**src/host_pkg.sv**
```systemverilog
package host_pkg;

  // host read opcodes
  typedef enum logic [1:0] {
    OP_NOP         = 2'd0,
    OP_READ_SAMPLE = 2'd1,  // one buffer word at host_addr
    OP_READ_LENGTH = 2'd2   // trigger length counter
  } host_op_e;

  // owner of the sample buffer port this cycle
  typedef enum logic [1:0] {
    GNT_NONE   = 2'd0,
    GNT_WRITER = 2'd1,
    GNT_READER = 2'd2
  } grant_e;

endpackage

```
**src/host_reader.sv**
```systemverilog
`timescale 1ns/1ps

module host_reader #(
  parameter int SAMPLE_W = 12,
  parameter int ADDR_W   = 10
) (
  input  logic                adc_clk,
  input  logic                reset,
  input  host_pkg::host_op_e  host_op_i,         // held until host_rvalid_o
  input  logic [ADDR_W-1:0]   host_addr_i,
  input  logic [31:0]         trigger_length_i,
  input  logic [SAMPLE_W-1:0] rd_data_i,
  input  logic                rd_valid_i,
  input  host_pkg::grant_e    rd_grant_i,        // buffer owner this cycle
  output logic                rd_req_o,
  output logic [ADDR_W-1:0]   rd_addr_o,
  output logic [31:0]         host_rdata_o,
  output logic                host_rvalid_o
);

  typedef enum logic [2:0] {
    HR_IDLE,
    HR_LEN,   // length captured, move to output
    HR_REQ,   // asking the buffer, may be refused
    HR_WAIT,  // granted, data next
    HR_RESP   // rvalid cycle
  } hr_state_e;

  hr_state_e   state;
  logic [31:0] len_q;

  assign rd_req_o      = (state == HR_REQ);
  assign host_rvalid_o = (state == HR_RESP);

  always_ff @(posedge adc_clk) begin
    if (reset) begin
      state <= HR_IDLE;
    end else begin
      case (state)
        HR_IDLE: begin
          if (host_op_i == host_pkg::OP_READ_LENGTH)
            state <= HR_LEN;
          else if (host_op_i == host_pkg::OP_READ_SAMPLE)
            state <= HR_REQ;
        end
        HR_LEN:  state <= HR_RESP;
        HR_REQ:  if (rd_grant_i == host_pkg::GNT_READER) state <= HR_WAIT;
        HR_WAIT: if (rd_valid_i) state <= HR_RESP;
        default: state <= HR_IDLE;  // back to idle after rvalid
      endcase
    end
  end

  always_ff @(posedge adc_clk) begin
    if (state == HR_IDLE) begin
      len_q     <= trigger_length_i;  // first of two length stages
      rd_addr_o <= host_addr_i;
    end
    if (state == HR_LEN)
      host_rdata_o <= len_q;
    else if (state == HR_WAIT && rd_valid_i)
      host_rdata_o <= 32'(rd_data_i);  // zero-extended sample
  end

endmodule

```
**config.mk**
```make
export PLATFORM = sky130hd
export DESIGN_NAME = host_reader
export DESIGN_NICKNAME = d
export VERILOG_FILES = /design/src/host_pkg.sv /design/src/host_reader.sv
export SDC_FILE = /design/constraint.sdc
export NUM_CORES = 1
export LEC_CHECK = 0
export ABC_CLOCK_PERIOD_IN_PS = 5800
export BUFFER_PORTS_ARGS = -buffer_cell sky130_fd_sc_hd__buf_2
export CORE_MARGIN = 2
export CORE_UTILIZATION = 40
export CTS_CLUSTER_DIAMETER = 100
export DETAILED_ROUTE_END_ITERATION = 6
export PLACE_DENSITY = 0.67
export SYNTH_ARGS = -nofsm -noshare
export SYNTH_HDL_FRONTEND = slang
export SYNTH_SLANG_ARGS = --single-unit
export TNS_END_PERCENT = 50
```
**constraint.sdc**
```tcl
create_clock -name adc_clk -period 5.8 [get_ports adc_clk]
set_clock_uncertainty 0.15 [all_clocks]
set_input_delay 1.45 -clock adc_clk [delete_from_list [all_inputs] [get_ports adc_clk]]
set_output_delay 1.45 -clock adc_clk [all_outputs]
set_load 0.02 [all_outputs]
```
; Word-level counts from Yosys, hierarchy flattened
; Cells that the tools add are included.
[op_classes]
mux = 7
eq_ne = 10
n_reduce_logical = 4
[op_table]
columns = operator, n
row1 = 2-to-1 mux 32 bit, 2
row2 = 2-to-1 mux 3 bit, 4
row3 = one-hot mux 3 bit (4 select lines), 1
row4 = "== test 3 x 2 -> 1 bit, second input constant", 2
row5 = "== test 2 bit, second input constant", 2
row6 = "== test 3 x 1 -> 1 bit, second input constant", 1
row7 = "== test 3 bit, second input constant", 1
row8 = zero test 3 bit, 1
row9 = "inequality test 3 bit, second input constant", 1
row10 = AND reduction 3 bit, 1
row11 = "== test 2 x 1 -> 1 bit, second input constant", 1
row12 = "inequality test 2 x 1 -> 1 bit, second input constant", 1
row13 = "inequality test 2 bit, second input constant", 1
row14 = nonzero test 2 bit, 1
row15 = logical AND 1 bit, 1
[totals]
regBits = 77
word_cells = 25
input_bits = 61

; Depth between registers and ports, before layout
[logic_depth]
ltp_word = 4
ltp_mapped = 5

; Worst setup path after synthesis
; OpenSTA, ideal clock, no wires.
[synth_path]
path_type = flip-flop to flip-flop
from = register state[0]
to = register len_q[0], enable pin
arrival_ps = 3353
setup_slack_ps = 1803
path_stages_with_launch = 3
setup_time_ps = 494
n_path_buf = 1
path_cell_list = dfxtp_1 > buf_4 > nor3_1
[synth_via]
elab_chain_cells = 1
[synth_lines]
columns = element, line
row1 = start: declaration, host_reader.sv:29  ; hr_state_e state;
row2 = start signal: assignment, host_reader.sv:37  ; state <= HR_IDLE;
row3 = start signal: assignment, host_reader.sv:42  ; state <= HR_LEN;
row4 = start signal: assignment, host_reader.sv:44  ; state <= HR_REQ;
row5 = zero test 3 bit, host_reader.sv:55  ; if (state == HR_IDLE) begin
row6 = end signal: assignment, host_reader.sv:56  ; len_q <= trigger_length_i;
row7 = end: declaration, host_reader.sv:30  ; logic [31:0] len_q;
; Every way passes these cells.
; A chain may end at the register's enable or synchronous reset.

; Worst setup path after layout
[layout_path]
from = register state[1]
to = output port rd_req_o
[layout_via]
elab_chain_cells = 1
[layout_lines]
columns = element, line
row1 = == test 3 x 2 -> 1 bit, host_reader.sv:32  ; assign rd_req_o = (state == HR_REQ);
row2 = end: declaration, host_reader.sv:15  ; output logic rd_req_o,
; Every way passes these cells.

==> results_dict.tcl <==
set metrics [dict create \
    synth_most_common_cell "sky130_fd_sc_hd__edfxtp_1" \
    crit_type "reg2out" \
    antenna_found_initial 0 \
    yosys-top-cells-count "74 x sky130_fd_sc_hd__edfxtp_1, 20 x sky130_fd_sc_hd__and2_1, 10 x sky130_fd_sc_hd__mux2_4" \
    fp-row-count 30 \
    yosys_register_bits 77 \
    cellLeakagePower_uw 0.00146 \
    unrepaired_setup_endpoints_after_global_routing "no" \
    cts.path.max_buffers 2 \
    die_width_microns 87.2 \
    syn_area_per_cell_sq_um 20.7 \
    drt_pass_1_iters 4 \
    drtIter0Drc 51 \
    synth.yosys.seq_area_share_pct 82.5 \
    synthCells 134 \
    drc_errors 0 \
    worstHoldPathType "reg2reg" \
    share_comb_of_total_power_pct 12.6 \
    diodes 0 \
    synth-edff-count 74 \
    drv_cap 0 \
    cts_tree "yes" \
    globalRoute.totalOverflow 0 \
    cp.arrival_ns 1.31 \
    die_h_microns 87.2 \
    layout_setup_ws_ns 2.89 \
    cts_clk_pin_slew_worst_paths_ns 0.07 \
    seqPwrFrac_pct 57.4 \
    postSynthNetCount 196 \
    clk_root_buffer_cell "sky130_fd_sc_hd__clkbuf_8" \
    cell_internal_pwr_uw 947 \
    timing_max_transition_violations_final 0 \
    boundaryPins 105 \
    status "complete, no violations" \
    grt_util_all_layers_pct 12.5 \
    post_drt_via_cell_ratio 4.41 \
    final_nets 307 \
    post_drt_wl_per_cell_microns 13.7 \
    route.vias.total 1446 \
    cts_setup_buffers 0 \
    initial_utilization_pct 41.0 \
    area.growth.synth_to_final_pct 28.1 \
    vdd.ir_drop.worst_v 0.000191 \
    totalWireLength_microns 4500 \
    vias_in_the_first_global_route 1440 \
    whs_ns 0.368 \
    cts.sinks 77 \
    setup-violations-final 0 \
    clock_latency_at_the_later_pin_of_the_worst_skew_pair_ns 0.33 \
    synth-async-reset-ratio_pct 0 \
    nature_of_the_critical_path_startpoint "flip-flop" \
    synth_area_leader_cell "sky130_fd_sc_hd__edfxtp_1" \
    place.gp.congestion 0.717 \
    power.switching_uw 296 \
    synth_top_cells_by_area "sky130_fd_sc_hd__edfxtp_1 80%, sky130_fd_sc_hd__mux2_4 5.4%, sky130_fd_sc_hd__and2_1 4.5%, sky130_fd_sc_hd__dfxtp_1 2.2%, sky130_fd_sc_hd__mux2_2 0.81%" \
    worstPathMaxFanout 9 \
    p_per_area_nw_per_um2 351 \
    sw_frac_of_total_pct 23.8 \
    n_fill_cell 584 \
    hpwl_microns 3140 \
    cts-htree-levels 3 \
    clock.fmax_mhz 343 \
    timing.max_slew.rel_slack_pct 31.1 \
    numCtsBuffers 9 \
    antenna_left 0 \
    post_cts_hold_buffer_count 0 \
    post-route-period-util_pct 50.3 \
    first_pass_grt_wire_length_microns 6740 \
    synth.distinct_cells 22 \
    placeableCoreArea_sq_um 6760 \
    die_footprint_sq_um 7600 \
    cell_area_after_technology_mapping_sq_um 2770 \
    fin_tns_setup_ns 0 \
    portBuffers 104 \
    place_ws_ns 2.78 \
    synth_flop_cell "sky130_fd_sc_hd__edfxtp_1" \
    post_cts.resized_instances 0 \
    final-hold-violation-count 0 \
    critPathRequiredTime_ns 4.20 \
    synth.yosys.warnings 0 \
    end_kind "primary output" \
    tightest_slew_ns 1.03 \
    netlist.area_leader.share_pct 80.3 \
    clkPwrFrac_pct 30.0 \
    grt_start_max_net_pins 43 \
    drive_above_1_share_pct 54.8 \
    final.min_clock_period_ns 2.91 \
]
cells by family (layout without fill, tap and decap cells):
group / after synthesis / in the layout / synth area share, %
AND/OR/NAND/NOR: 31 / 31 / 7.37
adder cells (fa/ha/maj): 1 / 1 / 0.452
buffers and inverters: 8 / 122 / 2.03
multiplexers: 12 / 12 / 6.24
AO/OA/AOI/OAI: 5 / 5 / 1.45
flip-flops: 77 / 77 / 82.5
worst paths after layout:
path              slack [ns]       from          endpoint  cells after the start
hold reg to reg         0.37  len_q[19]  host_rdata_o[19]                      1
hold / removal          0.37  len_q[19]  host_rdata_o[19]                      1
setup reg to reg        3.74   state[0]   host_rdata_o[1]                      3
setup / recovery        2.89   state[1]          rd_req_o                      2
critical path: stages (launching register included):
cell                      delay, ns
sky130_fd_sc_hd__dfxtp_1       0.57
sky130_fd_sc_hd__nor3b_1       0.22
sky130_fd_sc_hd__buf_2         0.19
metal layers:
layer | up-vias | global-route usage [%] | wire length [microns]
li1 | 723 | - | -
met1 | 644 | 14.8 | 1860
met2 | 70 | 18.1 | 2090
met3 | 9 | 7.11 | 466
met4 | 0 | 6.43 | 93
met5 | - | 0 | 0
final cells by class:
type,instances,area [sq um],area share (%)
multi-input combinational,49,445,12.6
clock inverter,5,53.8,1.52
tap,80,100,2.82
inverter,3,11.3,0.318
sequential,77,2280,64.4
timing repair buffer,105,528,14.9
clock buffer,9,124,3.49
flip-flops by register name, summed over array words and instances (netlist names):
name	flops
host_rdata_o	32
state	3
rd_addr_o	10
len_q	32
stage by stage:
stage               std cells  power, uW  cell area (sq um)  util (%)
floorplan                 134        832               2770         -
global placement          314        884               3370      49.8
detailed placement        314        888               3370      49.8
CTS                       328       1260               3540      52.5
global route              328       1300               3540      52.5
finish                    328       1240               3540      52.5
layout by cell type, fill, tap and decap left out, types with 2 or more instances in the layout:
master and n:
sky130_fd_sc_hd__inv_1 3, sky130_fd_sc_hd__mux2_4 10, sky130_fd_sc_hd__nor3b_1 2, sky130_fd_sc_hd__nor3_1 2, sky130_fd_sc_hd__edfxtp_1 74, sky130_fd_sc_hd__mux2_2 2
sky130_fd_sc_hd__buf_2 104, sky130_fd_sc_hd__dfxtp_1 3, sky130_fd_sc_hd__clkinv_2 3, sky130_fd_sc_hd__clkbuf_8 9, sky130_fd_sc_hd__and2_1 20, sky130_fd_sc_hd__nor2b_1 2
power by group through the flow:
stage          clock [uW]  sequential, uW  combinational (uW)
2_1_floorplan           0             758                74.1
3_3_place_gp            0             725                 160
3_5_place_dp            0             727                 161
4_1_cts               383             715                 162
5_1_grt               411             720                 173
6_report              373             714                 157
Note: power is estimated with default switching activity, not from simulation.
