<file path="src/trigger_unit.sv">
`timescale 1ns/1ps

module trigger_unit (
  input  logic        adc_clk,
  input  logic        reset,
  input  logic        trigger_i,         // trigger line, already synchronous
  input  logic        trigger_level_i,   // 1 = high or rising, 0 = low or falling
  input  logic        trigger_wait_i,    // see inactive level before arming
  input  logic        trigger_now_i,     // force strobe
  input  logic        arm_i,             // rising edge starts a fresh arm
  input  logic [31:0] trigger_offset_i,  // go delay in adc cycles
  input  logic        capture_done_i,    // from writer, ends the capture
  output logic        arm_o,
  output logic        capture_active_o,
  output logic        capture_go_o,
  output logic [31:0] trigger_length_o
);

  logic        armed;
  logic        trig_hit;      // trigger at its active level
  logic        arm_i_dly;
  logic        arm_rise;
  logic [1:0]  now_pipe;      // sync stages on the force strobe
  logic        now_r;
  logic        now_r2;
  logic        trigger_now;   // single-cycle force event
  logic        go_start;      // offset delay running
  logic        triggered;     // go issued, waiting for trigger to drop
  logic        disarm;
  logic        capture_clr;
  logic [31:0] delay_cnt;

  assign trig_hit    = (trigger_i == trigger_level_i);
  assign arm_rise    = arm_i & ~arm_i_dly;
  assign trigger_now = now_r & ~now_r2;  // rising edge of force
  assign capture_clr = reset | capture_done_i | ~arm_i;

  always_ff @(posedge adc_clk) begin
    if (reset) begin
      now_pipe  <= '0;
      now_r     <= 1'b0;
      now_r2    <= 1'b0;
      arm_i_dly <= 1'b0;
    end else begin
      {now_r2, now_r, now_pipe} <= {now_r, now_pipe, trigger_now_i};
      arm_i_dly <= arm_i;
    end
  end

  // disarm once fired and hold until arm drops and capture ends
  always_ff @(posedge adc_clk) begin
    if (reset) begin
      disarm <= 1'b0;
    end else if ((trig_hit & armed) | trigger_now) begin
      disarm <= 1'b1;
    end else if (!arm_i && !capture_active_o) begin
      disarm <= 1'b0;
    end
  end

  always_ff @(posedge adc_clk) begin
    if (reset | disarm) begin
      arm_o <= 1'b0;
      armed <= 1'b0;
    end else begin
      if (arm_i)
        arm_o <= 1'b1;  // raw arm status
      if (arm_o && (!trig_hit || !trigger_wait_i))
        armed <= 1'b1;  // ready for the trigger
    end
  end

  always_ff @(posedge adc_clk) begin
    if (capture_clr) begin
      capture_active_o <= 1'b0;
      go_start         <= 1'b0;
      triggered        <= 1'b0;
    end else begin
      if ((trig_hit & armed) | trigger_now)
        capture_active_o <= 1'b1;
      if (((trig_hit & (capture_active_o | armed)) | trigger_now) & ~triggered)
        go_start <= 1'b1;  // new segment request
      else if (capture_go_o)
        go_start <= 1'b0;
      if (go_start)
        triggered <= 1'b1;
      else if (!trig_hit)
        triggered <= 1'b0;  // retrigger needs the inactive level first
    end
  end

  // go fires when the delay count reaches the offset
  always_ff @(posedge adc_clk) begin
    if (reset) begin
      delay_cnt    <= '0;
      capture_go_o <= 1'b0;
    end else begin
      capture_go_o <= 1'b0;
      if (arm_rise) begin
        delay_cnt <= '0;  // stale count from an earlier capture
      end else if (go_start && !capture_go_o && arm_i) begin
        if (delay_cnt == trigger_offset_i) begin
          delay_cnt    <= '0;
          capture_go_o <= 1'b1;
        end else begin
          delay_cnt <= delay_cnt + 32'd1;
        end
      end
    end
  end

  always_ff @(posedge adc_clk) begin
    if (reset || arm_rise)
      trigger_length_o <= '0;
    else if (trig_hit)
      trigger_length_o <= trigger_length_o + 32'd1;  // cycles at active level
  end

endmodule
</file>
<file path="config.mk">
export PLATFORM = sky130hd
export DESIGN_NAME = trigger_unit
export DESIGN_NICKNAME = d
export VERILOG_FILES = /design/src/trigger_unit.sv
export SDC_FILE = /design/constraint.sdc
export NUM_CORES = 1
export LEC_CHECK = 0
export ABC_AREA = 1
export ABC_CLOCK_PERIOD_IN_PS = 2330
export BUFFER_PORTS_ARGS = -buffer_cell sky130_fd_sc_hd__buf_2
export CAP_MARGIN = 25
export CORE_ASPECT_RATIO = 1.5
export CORE_MARGIN = 5
export CORE_UTILIZATION = 45
export DETAILED_ROUTE_END_ITERATION = 8
export PLACE_DENSITY = 0.73
export REMOVE_ABC_BUFFERS = 1
export SYNTH_ARGS = -nofsm -noshare
export SYNTH_HDL_FRONTEND = slang
export SYNTH_SLANG_ARGS = --single-unit
</file>
<file path="constraint.sdc">
create_clock -name adc_clk -period 2.33 [get_ports adc_clk]
set_input_delay 0.3495 -clock adc_clk [delete_from_list [all_inputs] [get_ports adc_clk]]
set_output_delay 0.3495 -clock adc_clk [all_outputs]
set_load 0.005 [all_outputs]
</file>
After elaboration in Yosys (flattened, before gate mapping)
Cells that the tools add are included.
{"block": "op_classes", "n_addsub": 2, "n_eq_ne": 3, "n_mux": 8, "n_bitwise": 16, "reduce_logical": 15}
{"operator": "32-bit by 1-bit adder with 32-bit output (second input constant)", "count": 2}
{"operator": "32-bit == test", "count": 1}
{"operator": "32-bit 2-to-1 mux", "count": 1}
{"operator": "1-bit 2-to-1 mux", "count": 7}
{"operator": "1-bit bitwise OR", "count": 6}
{"operator": "1-bit bitwise AND", "count": 5}
{"operator": "1-bit logical NOT", "count": 5}
{"operator": "1-bit inverter", "count": 5}
{"operator": "1-bit logical AND", "count": 4}
{"operator": "2-bit nonzero test", "count": 2}
{"operator": "3-bit OR reduction", "count": 1}
{"operator": "1-bit logical OR", "count": 2}
{"operator": "2-bit by 1-bit != test with 1-bit output (second input constant)", "count": 1}
{"operator": "2-bit OR reduction", "count": 1}
{"operator": "1-bit == test", "count": 1}
{"block": "word_totals", "ff_bits": 76, "out_inout_bits": 35}

Longest topological paths before layout
{"block": "depth", "ltp_word": 5, "ltp_mapped": 11, "ltp_nobuf": 11}

Worst setup path before layout
OpenSTA, ideal clock, no wires.
{"block": "synth_timing", "kind": "register to register", "startpoint": "register delay_cnt[0]", "endpoint": "register delay_cnt[14]", "setup_ps": 109, "arrival_ps": 1386, "setup_slack_ps": 834, "path_stages_with_launch": 10, "path_buffers": 0, "synth_period_minus_slack_ps": 1496, "cell_sequence": "dfxtp_1 -> ha_1 -> nand3_1 -> nor2_4 -> nand2_2 -> nor2_4 -> xor2_1 -> nor2_1 -> nand2_1 -> inv_1"}
{"block": "synth_between", "elab_chain_len": 2, "elab_cells_between_ends": 3, "cone_classes": "add/sub: 1; eq/ne: 1; mux: 1"}
{"item": "start: declaration", "line": "31", "source": "logic [31:0] delay_cnt;"}
{"item": "start signal: assignment", "line": "106", "source": "delay_cnt <= delay_cnt + 32'd1;"}
{"item": "32-bit by 1-bit adder with 32-bit output or 32-bit == test (tied branches)", "line": "106, 102"}
{"item": "32-bit 2-to-1 mux *", "line": "102", "source": "if (delay_cnt == trigger_offset_i) begin"}
Every way passes the cells marked *; elsewhere a longest branch is shown, timed or not.
A chain may end at the register's enable or synchronous reset.

Worst setup path in the final report
{"block": "layout_timing", "startpoint": "register delay_cnt[0]", "endpoint": "register delay_cnt[26]"}
Same word-level chain as after synthesis.

==> results.sh <==
export IMPL_synth_area_leader_cell="dfxtp_1"
export IMPL_hpwl_um=9120
export IMPL_grt_util_met1_pct=20.0
export IMPL_via_per_inst=4.94
export IMPL_coreArea_um2=9740
export IMPL_whs_ps=205
export IMPL_clock_latency_ps=350
export IMPL_synth_ff_type="dfxtp_1"
export IMPL_outcome="finished clean"
export IMPL_wl_per_cell_um=12.6
export IMPL_fin_setup_tns_ps=0
export IMPL_grt_busiest_layer="met2"
export IMPL_fin_crit_sh_pct=78.2
export IMPL_grt_overflow=0
export IMPL_antenna_found_initial=0
export IMPL_cts_resized=0
export IMPL_path_common_cell="nor2_4"
export IMPL_grt_max_degree=26
export IMPL_n_fill_cell=978
export IMPL_synthTopCellsByArea="dfxtp_1 34%, nand2_1 17%, nor2_1 10%"
export IMPL_min_period_ps=1820
export IMPL_yosys_warnings=0
export IMPL_powerDensity_nw_per_um2=532
export IMPL_io_buffers=74
export IMPL_die_area_um2=12200
export IMPL_yosys_register_bits=76
export IMPL_fp_dieH_um=133
export IMPL_postSynthCellCount=721
export IMPL_root_buffer="clkbuf_16"
export IMPL_ys_types=33
export IMPL_drive_gt1_share_pct=15.0
export IMPL_placementRows=44
export IMPL_clockBufferDepth=2
export IMPL_antenna_cells=0
export IMPL_drtAntennaViolNets=0
export IMPL_hold_path_class="in2reg"
export IMPL_instances_no_fill=921
export IMPL_cpMaxStageDelayCell="dfxtp_1"
export IMPL_synth_avg_cell_area_um2=6.27
export IMPL_pin_count=75
export IMPL_wl_um=11600
export IMPL_synth_common_cells="207 x nand2_1, 120 x nor2_1, 119 x inv_1, 76 x dfxtp_1, 36 x nand3_1"
export IMPL_setup_viol=0
export IMPL_cts_tree="yes"
export IMPL_worst_pin_slew_ps=519
export IMPL_finClkSkew_ps=7.98
export IMPL_async_reset_ff_share_pct=0
export IMPL_dp_cells=905
export IMPL_synth_top_area_share_pct=33.7
export IMPL_routabilityCongestion=0.917
export IMPL_track_usage_pct=19.6
export IMPL_cp_top_family="simple AND/OR/NAND/NOR gates"
export IMPL_synthToLayoutAreaGrowth_pct=17.1
export IMPL_worst_path_buf_inv=0
export IMPL_yosysSeqAreaShare_pct=33.7
export IMPL_p_leak_uw=0.00231
export IMPL_end_kind="flop"
export IMPL_post_cts_buffers=0
export IMPL_rsz0062_at_grt="no"
export IMPL_crit_chain="ha_1 -> nand3_1 -> nor2_4 -> nand2_2 -> nor2_4 -> nand2_1 -> xor2_1 -> nor2_1"
export IMPL_crit_fanout=5
export IMPL_crit_arrival_ps=2050
export IMPL_fin_nets=843
export IMPL_gr_usage_met3_pct=4.15
export IMPL_synth_enable_flop_cells=0
export IMPL_routed_via_count=4549
export IMPL_die_w_um=91.8
export IMPL_drc=0
export IMPL_cp_start_kind="flop"
export IMPL_final_core_util_pct=54.3
export IMPL_grt_pass1_wl_um=19300
export IMPL_drv_slew=0
export IMPL_numCtsBuffers=9
export IMPL_hold_buffers=0
export IMPL_yosysMostFrequentCell="nand2_1"
export IMPL_drv_cap=0
export IMPL_critical_path_class="reg2reg"
export IMPL_clkSlewWorstSetupHoldPaths_ps=60
export IMPL_grt_util_met2_pct=36.3
export IMPL_required_ps=2560
export IMPL_max_stage_delay_ps=410
export IMPL_initial_core_util_pct=46.4
export IMPL_grt_pass1_vias=4364
export IMPL_dr_pass1_iters=4
export IMPL_relSlewSlack_pct=65.3
export IMPL_h_tree_depth=3
export IMPL_hold_viol_final=0
export IMPL_timing_fmax_mhz=548
export IMPL_clock_sinks=76
export IMPL_max_vdd_ir_drop_mv=0.362
export IMPL_netlist_area_um2=4520
export IMPL_drtIter0Drc=181
[power breakdown]
group          switching, uW  total (uW)  internal, uW
clock network            594        1320           731
registers               6.56        1320          1310
logic                    105         176          70.9
total                    705        2820          2110
[path summary, 6_finish.rpt]
path	startpoint	cells after the start	slack (ps)	endpoint
worst max-delay path	delay_cnt[0]	8	510	delay_cnt[26]
worst min-delay path	trigger_now_i	3	200	now_pipe[0]
worst max register to register	delay_cnt[0]	8	510	delay_cnt[26]
worst min register to register	now_pipe[1]	2	410	now_r
[per-layer routing]
metal,wire (um),vias to the layer above
li1,-,2373
met1,4410,2024
met2,6180,117
met3,516,35
met4,457,0
met5,0,-
[cells by family after synthesis]
kind of cell	synth area share, %
xor gates and xnor gates	7.56
DFF	33.7
buffers and inverters	11.0
AOI/OAI and AO/OA	5.09
adders and majority gates	0.553
and+or+nand+nor	42.1
[cell type report]
type | instances | area, um2 | area share, %
inverters | 121 | 455 | 8.60
repair buffers | 77 | 393 | 7.42
flip-flops and latches | 76 | 1520 | 28.7
multi-input cells | 516 | 2500 | 47.3
clock inverters | 6 | 48.8 | 0.922
clock buffers | 10 | 229 | 4.32
well taps | 115 | 144 | 2.72
[flip-flops by register name (all words and copies together) (netlist names)]
signal / flops
delay_cnt: 32
trigger_length_o: 32
now_pipe: 2
arm_i_dly: 1
arm_o: 1
armed: 1
capture_active_o: 1
capture_go_o: 1
disarm: 1
go_start: 1
now_r: 1
now_r2: 1
triggered: 1
[cell usage in the layout, fill, tap and decap left out, types with 3 or more instances in the layout]
cell / count
dfxtp_1: 76
buf_2: 74
nand4_1: 14
xor2_1: 16
clkbuf_16: 9
buf_4: 3
o21ai_0: 18
nor3_1: 22
a21oi_1: 21
inv_1: 119
nand3_2: 5
nor2_1: 120
xnor2_1: 23
nand3b_1: 5
clkinvlp_4: 3
nand2_2: 4
nor2_4: 4
nand2_1: 207
nand3_1: 36
nor3_2: 3
nor2_2: 4
[stage by stage]
stage / power [uW] / setup slack (ps) / area, um2
5_1_grt: 2920 / 359 / 5300
6_report: 2820 / 507 / 5300
2_1_floorplan: 1440 / 183 / 4480
3_3_place_gp: 1520 / 415 / 5020
4_1_cts: 2840 / 480 / 5300
3_5_place_dp: 1520 / 441 / 5020
[worst register-to-register path: stages, from the launching register on]
cell     delay, ps
dfxtp_1        410
ha_1           200
nand3_1        180
nor2_4         250
nand2_2        130
nor2_4         210
nand2_1        110
xor2_1         160
nor2_1          60
Power figures use the tool's default switching activity.
