==> src/capture_pkg.sv <==
package capture_pkg;

  // segment counter width of the num_segments input
  localparam int SEG_CNT_W = 5;

  // hard ceiling on segments per capture
  localparam logic [SEG_CNT_W-1:0] MAX_SEGMENTS = 5'd16;

  // segment writer states
  typedef enum logic [1:0] {
    WR_IDLE    = 2'd0,  // no capture running, address restarts at 0
    WR_WAIT_GO = 2'd1,  // between segments
    WR_WRITE   = 2'd2,  // burst in progress
    WR_DONE    = 2'd3   // one cycle, raises capture done
  } wr_state_e;

endpackage

==> src/segment_writer.sv <==
`timescale 1ns/1ps

module segment_writer #(
  parameter int SAMPLE_W = 12,
  parameter int ADDR_W   = 10
) (
  input  logic                adc_clk,
  input  logic                reset,
  input  logic                capture_go_i,
  input  logic [SAMPLE_W-1:0] adc_data_i,
  input  logic [4:0]          num_segments_i,
  input  logic [ADDR_W-1:0]   samples_per_segment_i,
  output logic                capture_done_o,
  output logic                wr_req_o,
  output logic [ADDR_W-1:0]   wr_addr_o,
  output logic [SAMPLE_W-1:0] wr_data_o
);

  capture_pkg::wr_state_e state;

  logic [capture_pkg::SEG_CNT_W-1:0] seg_cnt;    // segments finished
  logic [capture_pkg::SEG_CNT_W-1:0] seg_limit;
  logic [ADDR_W-1:0]                 smp_cnt;    // samples queued this burst
  logic [ADDR_W-1:0]                 smp_limit;
  logic                              start;
  logic                              last_smp;

  // clamp to 1..MAX_SEGMENTS
  always_comb begin
    if (num_segments_i == '0)
      seg_limit = 5'd1;
    else if (num_segments_i > capture_pkg::MAX_SEGMENTS)
      seg_limit = capture_pkg::MAX_SEGMENTS;
    else
      seg_limit = num_segments_i;
  end

  assign smp_limit = (samples_per_segment_i == '0) ? ADDR_W'(1) : samples_per_segment_i;
  assign start     = capture_go_i &&
                     (state == capture_pkg::WR_IDLE || state == capture_pkg::WR_WAIT_GO);
  assign last_smp  = (smp_cnt == smp_limit);
  assign capture_done_o = (state == capture_pkg::WR_DONE);

  always_ff @(posedge adc_clk) begin
    if (reset) begin
      state    <= capture_pkg::WR_IDLE;
      seg_cnt  <= '0;
      smp_cnt  <= '0;
      wr_req_o <= 1'b0;
    end else begin
      case (state)
        capture_pkg::WR_IDLE, capture_pkg::WR_WAIT_GO: begin
          if (start) begin
            if (state == capture_pkg::WR_IDLE)
              seg_cnt <= '0;
            smp_cnt  <= ADDR_W'(1);
            wr_req_o <= 1'b1;  // go-cycle sample written next cycle
            state    <= capture_pkg::WR_WRITE;
          end
        end
        capture_pkg::WR_WRITE: begin
          if (last_smp) begin
            wr_req_o <= 1'b0;
            seg_cnt  <= seg_cnt + 1'b1;
            if (seg_cnt + 1'b1 == seg_limit)
              state <= capture_pkg::WR_DONE;
            else
              state <= capture_pkg::WR_WAIT_GO;
          end else begin
            smp_cnt <= smp_cnt + 1'b1;
          end
        end
        default: state <= capture_pkg::WR_IDLE;  // done lasts one cycle
      endcase
    end
  end

  // sample and address pipeline
  always_ff @(posedge adc_clk) begin
    if (start) begin
      wr_data_o <= adc_data_i;
      wr_addr_o <= (state == capture_pkg::WR_IDLE) ? '0 : wr_addr_o + 1'b1;  // packed
    end else if (state == capture_pkg::WR_WRITE && !last_smp) begin
      wr_data_o <= adc_data_i;
      wr_addr_o <= wr_addr_o + 1'b1;
    end
  end

endmodule

==> config.mk <==
export PLATFORM = sky130hd
export DESIGN_NAME = segment_writer
export DESIGN_NICKNAME = d
export VERILOG_FILES = /design/src/capture_pkg.sv /design/src/segment_writer.sv
export SDC_FILE = /design/constraint.sdc
export NUM_CORES = 1
export LEC_CHECK = 0
export ABC_AREA = 1
export BUFFER_PORTS_ARGS = -buffer_cell sky130_fd_sc_hd__buf_2
export CAP_MARGIN = 0
export CORE_MARGIN = 1
export CORE_UTILIZATION = 34
export CTS_CLUSTER_SIZE = 25
export DETAILED_ROUTE_END_ITERATION = 6
export PLACE_DENSITY_LB_ADDON = 0.15
export SYNTH_ARGS = -nofsm -noshare
export SYNTH_HDL_FRONTEND = slang
export SYNTH_SLANG_ARGS = --single-unit
==> constraint.sdc <==
create_clock -name adc_clk -period 1.8 [get_ports adc_clk]
set_clock_uncertainty 0.1 [all_clocks]
set_input_delay 0.45 -clock adc_clk [delete_from_list [all_inputs] [get_ports adc_clk]]
set_output_delay 0.45 -clock adc_clk [all_outputs]
set_load 0.005 [all_outputs]
=== Word level (Yosys, flattened, before mapping) ===
Cells that the tools add are included.

* $add $sub $neg: 3
* $lt $le $gt $ge: 1
* Eq/ne operators: 9
* Mux-type cells: 22
* Reduce and logical (&&, ||, !) cells: 14

{| class="wikitable"
|+ Operators with widths
! kind !! number
|-
| two-way mux 10 bit || 6
|-
| two-way mux 5 bit || 5
|-
| two-way mux 12 bit || 2
|-
| adder 10 x 1 -> 10 bit, second input constant || 2
|-
| one-hot mux 10 bit (2 select lines) || 1
|-
| == test 10 bit || 1
|-
| logical NOT 10 bit || 1
|-
| one-hot mux 5 bit (2 select lines) || 1
|-
| != test 2 bit, second input constant || 4
|-
| two-way mux 2 bit || 3
|-
| AND reduction 3 bit || 2
|-
| adder 5 x 1 -> 5 bit, second input constant || 1
|-
| == test 5 bit || 1
|-
| greater-than comparator 5 bit, second input constant || 1
|-
| logical NOT 5 bit || 1
|-
| == test 2 bit, second input constant || 2
|-
| one-hot mux 2 bit (2 select lines) || 1
|-
| AND reduction 4 bit || 1
|-
| nonzero test 2 bit || 2
|-
| == test 2 x 1 -> 1 bit, second input constant || 1
|-
| logical AND 1 bit || 2
|-
| logical NOT 2 bit || 1
|-
| two-way mux 1 bit || 2
|-
| one-hot mux 1 bit (2 select lines) || 1
|-
| other kinds (4) || 4
|}

* Register bits: 40
* Input port bits: 30
* Output and inout port bits: 24
* Logic and storage cells: 55

=== Logic depth before layout (Yosys ltp) ===
* Word-level depth: 7
* Gate-level depth with buffers: 13
* Mapped depth without buffers: 12

=== Least setup slack after synthesis ===
OpenSTA, ideal clock, no wires.

* Path type: input to register
* From: input samples_per_segment_i[8]
* To: register wr_addr_o[0] (enable)
* Library setup time: 260 ps
* Arrival time: 1,399 ps
* Required time: 1,440 ps
* Slack: 40 ps
* Cell stages on the path: 10
* Buffers on the path: 1
* Cells stage by stage: inv_1 -> nand2_1 -> nand2_1 -> nor2_1 -> nand2_1 -> nor2_1 -> nand2_1 -> o21ai_4 -> nand2_4 -> buf_6

* Longest elaborated chain between the ends: 6

{| class="wikitable"
|+ Ends and longest elaborated chain
! what !! line !! source
|-
| start, declared || segment_writer.sv:12 || <nowiki>input logic [ADDR_W-1:0] samples_per_segment_i,</nowiki>
|-
| logical NOT 10 bit || segment_writer.sv:38 || <nowiki>assign smp_limit = (samples_per_segment_i == '0) ? ADDR_W'(1) : samples_per_segment_i;</nowiki>
|-
| two-way mux 10 bit (*) || segment_writer.sv:38 ||
|-
| == test 10 bit (*) || segment_writer.sv:41 || <nowiki>assign last_smp = (smp_cnt == smp_limit);</nowiki>
|-
| logical NOT 1 bit (*) || segment_writer.sv:83 || <nowiki>end else if (state == capture_pkg::WR_WRITE && !last_smp) begin</nowiki>
|-
| logical AND 1 bit (*) || segment_writer.sv:83 ||
|-
| nonzero test 2 bit (no line) (*) || - ||
|-
| end signal, assigned || segment_writer.sv:82 || <nowiki>wr_addr_o <= (state == capture_pkg::WR_IDLE) ? '0 : wr_addr_o + 1'b1;</nowiki>
|-
| end signal, assigned || segment_writer.sv:85 || <nowiki>wr_addr_o <= wr_addr_o + 1'b1;</nowiki>
|-
| end, declared || segment_writer.sv:15 || <nowiki>output logic [ADDR_W-1:0] wr_addr_o,</nowiki>
|}

Every way passes the cells marked *; elsewhere a longest branch is shown, timed or not.
A chain may end at the register's enable or synchronous reset.

=== Final worst setup path ===
* From: register smp_cnt[6]
* To: register wr_addr_o[8] (enable)

* Longest elaborated chain between the ends: 4

{| class="wikitable"
|+ Ends and longest elaborated chain
! what !! line !! source
|-
| start, declared || segment_writer.sv:23 || <nowiki>logic [ADDR_W-1:0] smp_cnt;</nowiki>
|-
| start signal, assigned || segment_writer.sv:70 || <nowiki>smp_cnt <= smp_cnt + 1'b1;</nowiki>
|-
| == test 10 bit || segment_writer.sv:41 ||
|-
| logical NOT 1 bit || segment_writer.sv:83 ||
|-
| logical AND 1 bit || segment_writer.sv:83 ||
|-
| nonzero test 2 bit (no line) || - ||
|}

No other way between the ends.

==> impl_summary.txt <==
----------------------------------------------------
[Power and ir drop]
  Cell area power density ... 1000 nW/µm²
  Fraction of power spent switching nets ... 32.7%
  Power dissipated by switching net loads ... 0.000955 W
  Internal power summed over all cells ... 0.00196 W
  Combinational Power Share ... 34.7%
  Leak pwr ... 1.41 nW
  Fraction of power consumed by the clock network ... 19.0%
  Proportion of power drawn by flip-flops and latches ... 46.3%
  Peak supply drop ... 0.452 mV

[Global route]
  Vias in the first global route ... 1716
  Overflow left after global routing ... 0
  Wire length of the first global-routing pass ... 7.91 mm
  Maximum number of pins on one net before global-route repair ... 18
  Highest-utilization routing layer at the global route stage ... met2
  Met1 Resource Use GR ... 21.5%
  Number of antenna violations at the first check in global routing ... 0
  GR Util met3 ... 3.33%
  GR Util All Layers ... 15.6%
  Met2 GRT Util ... 24.8%

[Setup path]
  Data required time of the worst path ... 1750 ps
  CP arrival ... 1690 ps
  Crit Path Category ... flip-flop to flip-flop
  Endpoint type of the worst setup path ... flip-flop
  Type of origin of the critical path ... flip-flop
  Highest net fanout along the worst path ... 8

[STA]
  Actual slew at the worst max-slew pin ... 394 ps
  Final number of setup-violating endpoints ... 0
  Setup repair after global routing missed its margin ... yes
  Clock period minus worst slack ... 1740 ps
  Maximum operating frequency ... 575 MHz
  Worst max-slew margin expressed relative to the limit ... 73.7%
  Final Hold Violating Endpoints ... 0
  Final worst-path cycle share ... 96.6%
  Number of pins with negative max-slew slack in the final report ... 0

[Routing]
  Detailed-route via count ... 2062
  Routed wirelength normalized by instance count ... 11.1 µm
  Average via count per standard cell ... 4.55
  Number of DRC markers in iteration 0 ... 60
  Final ANT Viol Nets ... 0
  Detailed Routing Iterations Pass 1 ... 4
  Remaining routing DRC violations ... 0
  Final WL ... 5.01 mm

[Floorplan]
  Standard-cell rows ... 28
  Starting utilization of the core area ... 35.7%
  Core Footprint ... 6030 µm²
  Boundary Pins ... 54
  Area enclosed by the die boundary ... 6660 µm²
  Y dimension of the die ... 81.6 µm
  Die extent in x ... 81.6 µm

[Outcome]
  Status ... completed

[Yosys]
  Synth top area cells ... sky130_fd_sc_hd__edfxtp_1 (31%), sky130_fd_sc_hd__dfxtp_1 (17%), sky130_fd_sc_hd__nand2_1 (14%)
  Warnings from Yosys ... 0
  Total nets after synthesis ... 324
  Synthesized area ... 2150 µm²
  Area share of the leading cell type in the synthesized netlist ... 30.7%
  Yosys cell types ... 26
  Library cell occupying the most area in the post-synthesis netlist ... sky130_fd_sc_hd__edfxtp_1
  Post-Synthesis Mean Instance Area ... 7.40 µm²
  Synth Register Bits ... 40
  Fraction of the yosys area taken by sequential cells ... 47.4%
  Cells after Synth ... 291

[Worst hold path]
  Path type of the worst min-delay path ... primary input to flip-flop

[CTS]
  Clk sink count ... 40
  Cell at the root of the clock tree ... sky130_fd_sc_hd__clkbuf_8
  CTS tree ... done
  Maximum number of buffers from clock root to sink ... 2
  Number of clock buffers inserted by TritonCTS ... 5
  Clock-pin transition on the worst setup and hold timing paths ... 70 ps
  Max H-tree Level ... 2
  Clock insertion delay at the later pin of the skew report ... 280 ps

[Run]
  Max-cap violations ... 0

[Layout]
  Area added between synthesis and finish ... 35.2%
  N_diodes ... 0
  Utilization after layout ... 48.3%
  Leading cell types in the layout, fill and taps excluded ... sky130_fd_sc_hd__nand2_1 (74), sky130_fd_sc_hd__nor2_1 (55), sky130_fd_sc_hd__buf_2 (53)
  Final std cell area, no fill ... 2910 µm²
  Most common cell after layout, fill and taps aside ... sky130_fd_sc_hd__nand2_1
  Share of layout cells above drive strength 1 ... 33.1%
  Fin nets ... 410

[Placement]
  Count of port buffers added during placement ... 53
  Post-DP Area ... 2690 µm²
  Sum of net half-perimeters after detailed placement ... 3.76 mm
  Placer Congestion ... 0.830

----------------------------------------------------
[metrics by stage]
stage | instances | hold WS [ps] | power [W] | worst slack, ps | setup TNS (ps)
after CTS | 448 | 229 | 0.00283 | 2.07 | 0
after floorplan | 291 | 347 | 0.00184 | 40.5 | 0
final | 453 | 239 | 0.00292 | 61.2 | 0
after global routing | 453 | 218 | 0.00314 | -30.0 | -565
after detailed placement | 440 | 349 | 0.00226 | -145 | -4250
after global placement | 440 | 351 | 0.00225 | -140 | -4330
[cell usage after synthesis (all sizes together)]
library cell,number
o21ai,7
a21oi,15
or2,4
o21a,2
dfxtp,18
nor2,60
xnor2,1
edfxtp,22
ha,3
o211a,1
o22ai,1
xor2,4
nor3,8
nand3,21
inv,37
clkinv,1
buf,2
nand4,1
nor4,1
nand2,82
[per-layer routing]
metal	part of all wire [%]	vias to the layer above	routed length, µm
met1	50	934	2490
met4	0.68	0	34
met5	0	-	0
met3	1.9	2	97
li1	-	1103	-
met2	48	23	2390
[what timing repair did]
item / 4_1_cts / 5_1_grt
endpoints found under the setup margin: 0 / 40
hold buffers: 0 / 0
setup buffers: 0 / 3
gates resized for setup: 0 / 31
[path summary, 6_finish.rpt]
check | from | end | slack (ps) | depth (start not counted)
hold / removal | adc_data_i[10] | wr_data_o[10] | 240 | 1
hold reg to reg | wr_req_o | wr_req_o | 360 | 2
setup reg to reg | smp_cnt[6] | wr_addr_o[8] | 60 | 10
setup / recovery | smp_cnt[6] | wr_addr_o[8] | 60 | 10
[logic make-up (layout without fill, tap and decap cells)]
kind of cell | count (synthesis) | after routing | share of synthesized area [%]
DFF | 40 | 40 | 47.4
buffers and inverters | 40 | 127 | 7.67
and+or+nand+nor | 177 | 177 | 34.1
adders and majority gates | 3 | 3 | 1.74
AOI/OAI and AO/OA | 26 | 26 | 7.09
xor gates and xnor gates | 5 | 5 | 2.03
[flip-flops by register name, summed over array words and instances, names as in the netlist]
name and cells:
seg_cnt 5, smp_cnt 10, state 2, wr_addr_o 10, wr_data_o 12, wr_req_o 1
[cell type report]
cell class / instances / area [µm²]
timing repair buffer: 81 / 543
fill: 620 / 3110
clock inverter: 1 / 3.75
sequential: 40 / 1040
multi-input combinational: 211 / 1000
clock buffer: 7 / 76.3
tap: 75 / 93.8
inverter: 38 / 149
[power groups by stage]
| stage | sequential, W | combinational [W] | clock, W |
|---|---|---|---|
| floorplan | 0.00136 | 0.000488 | 0 |
| global placement | 0.00135 | 0.000900 | 0 |
| detailed placement | 0.00136 | 0.000905 | 0 |
| CTS | 0.00134 | 0.000910 | 0.000582 |
| global route | 0.00138 | 0.00114 | 0.000621 |
| finish | 0.00135 | 0.00101 | 0.000555 |
[worst max-delay path: stages (launching register included)]
cell and delay, ps:
sky130_fd_sc_hd__dfxtp_1 380, sky130_fd_sc_hd__inv_2 50, sky130_fd_sc_hd__nand2_1 50, sky130_fd_sc_hd__nand2_1 40, sky130_fd_sc_hd__nor2_1 90, sky130_fd_sc_hd__nand2_1 60
sky130_fd_sc_hd__nor2_1 110, sky130_fd_sc_hd__nand2_1 110, sky130_fd_sc_hd__o21ai_4 180, sky130_fd_sc_hd__nand2_4 150, sky130_fd_sc_hd__clkbuf_16 200
Power figures use the tool's default switching activity.
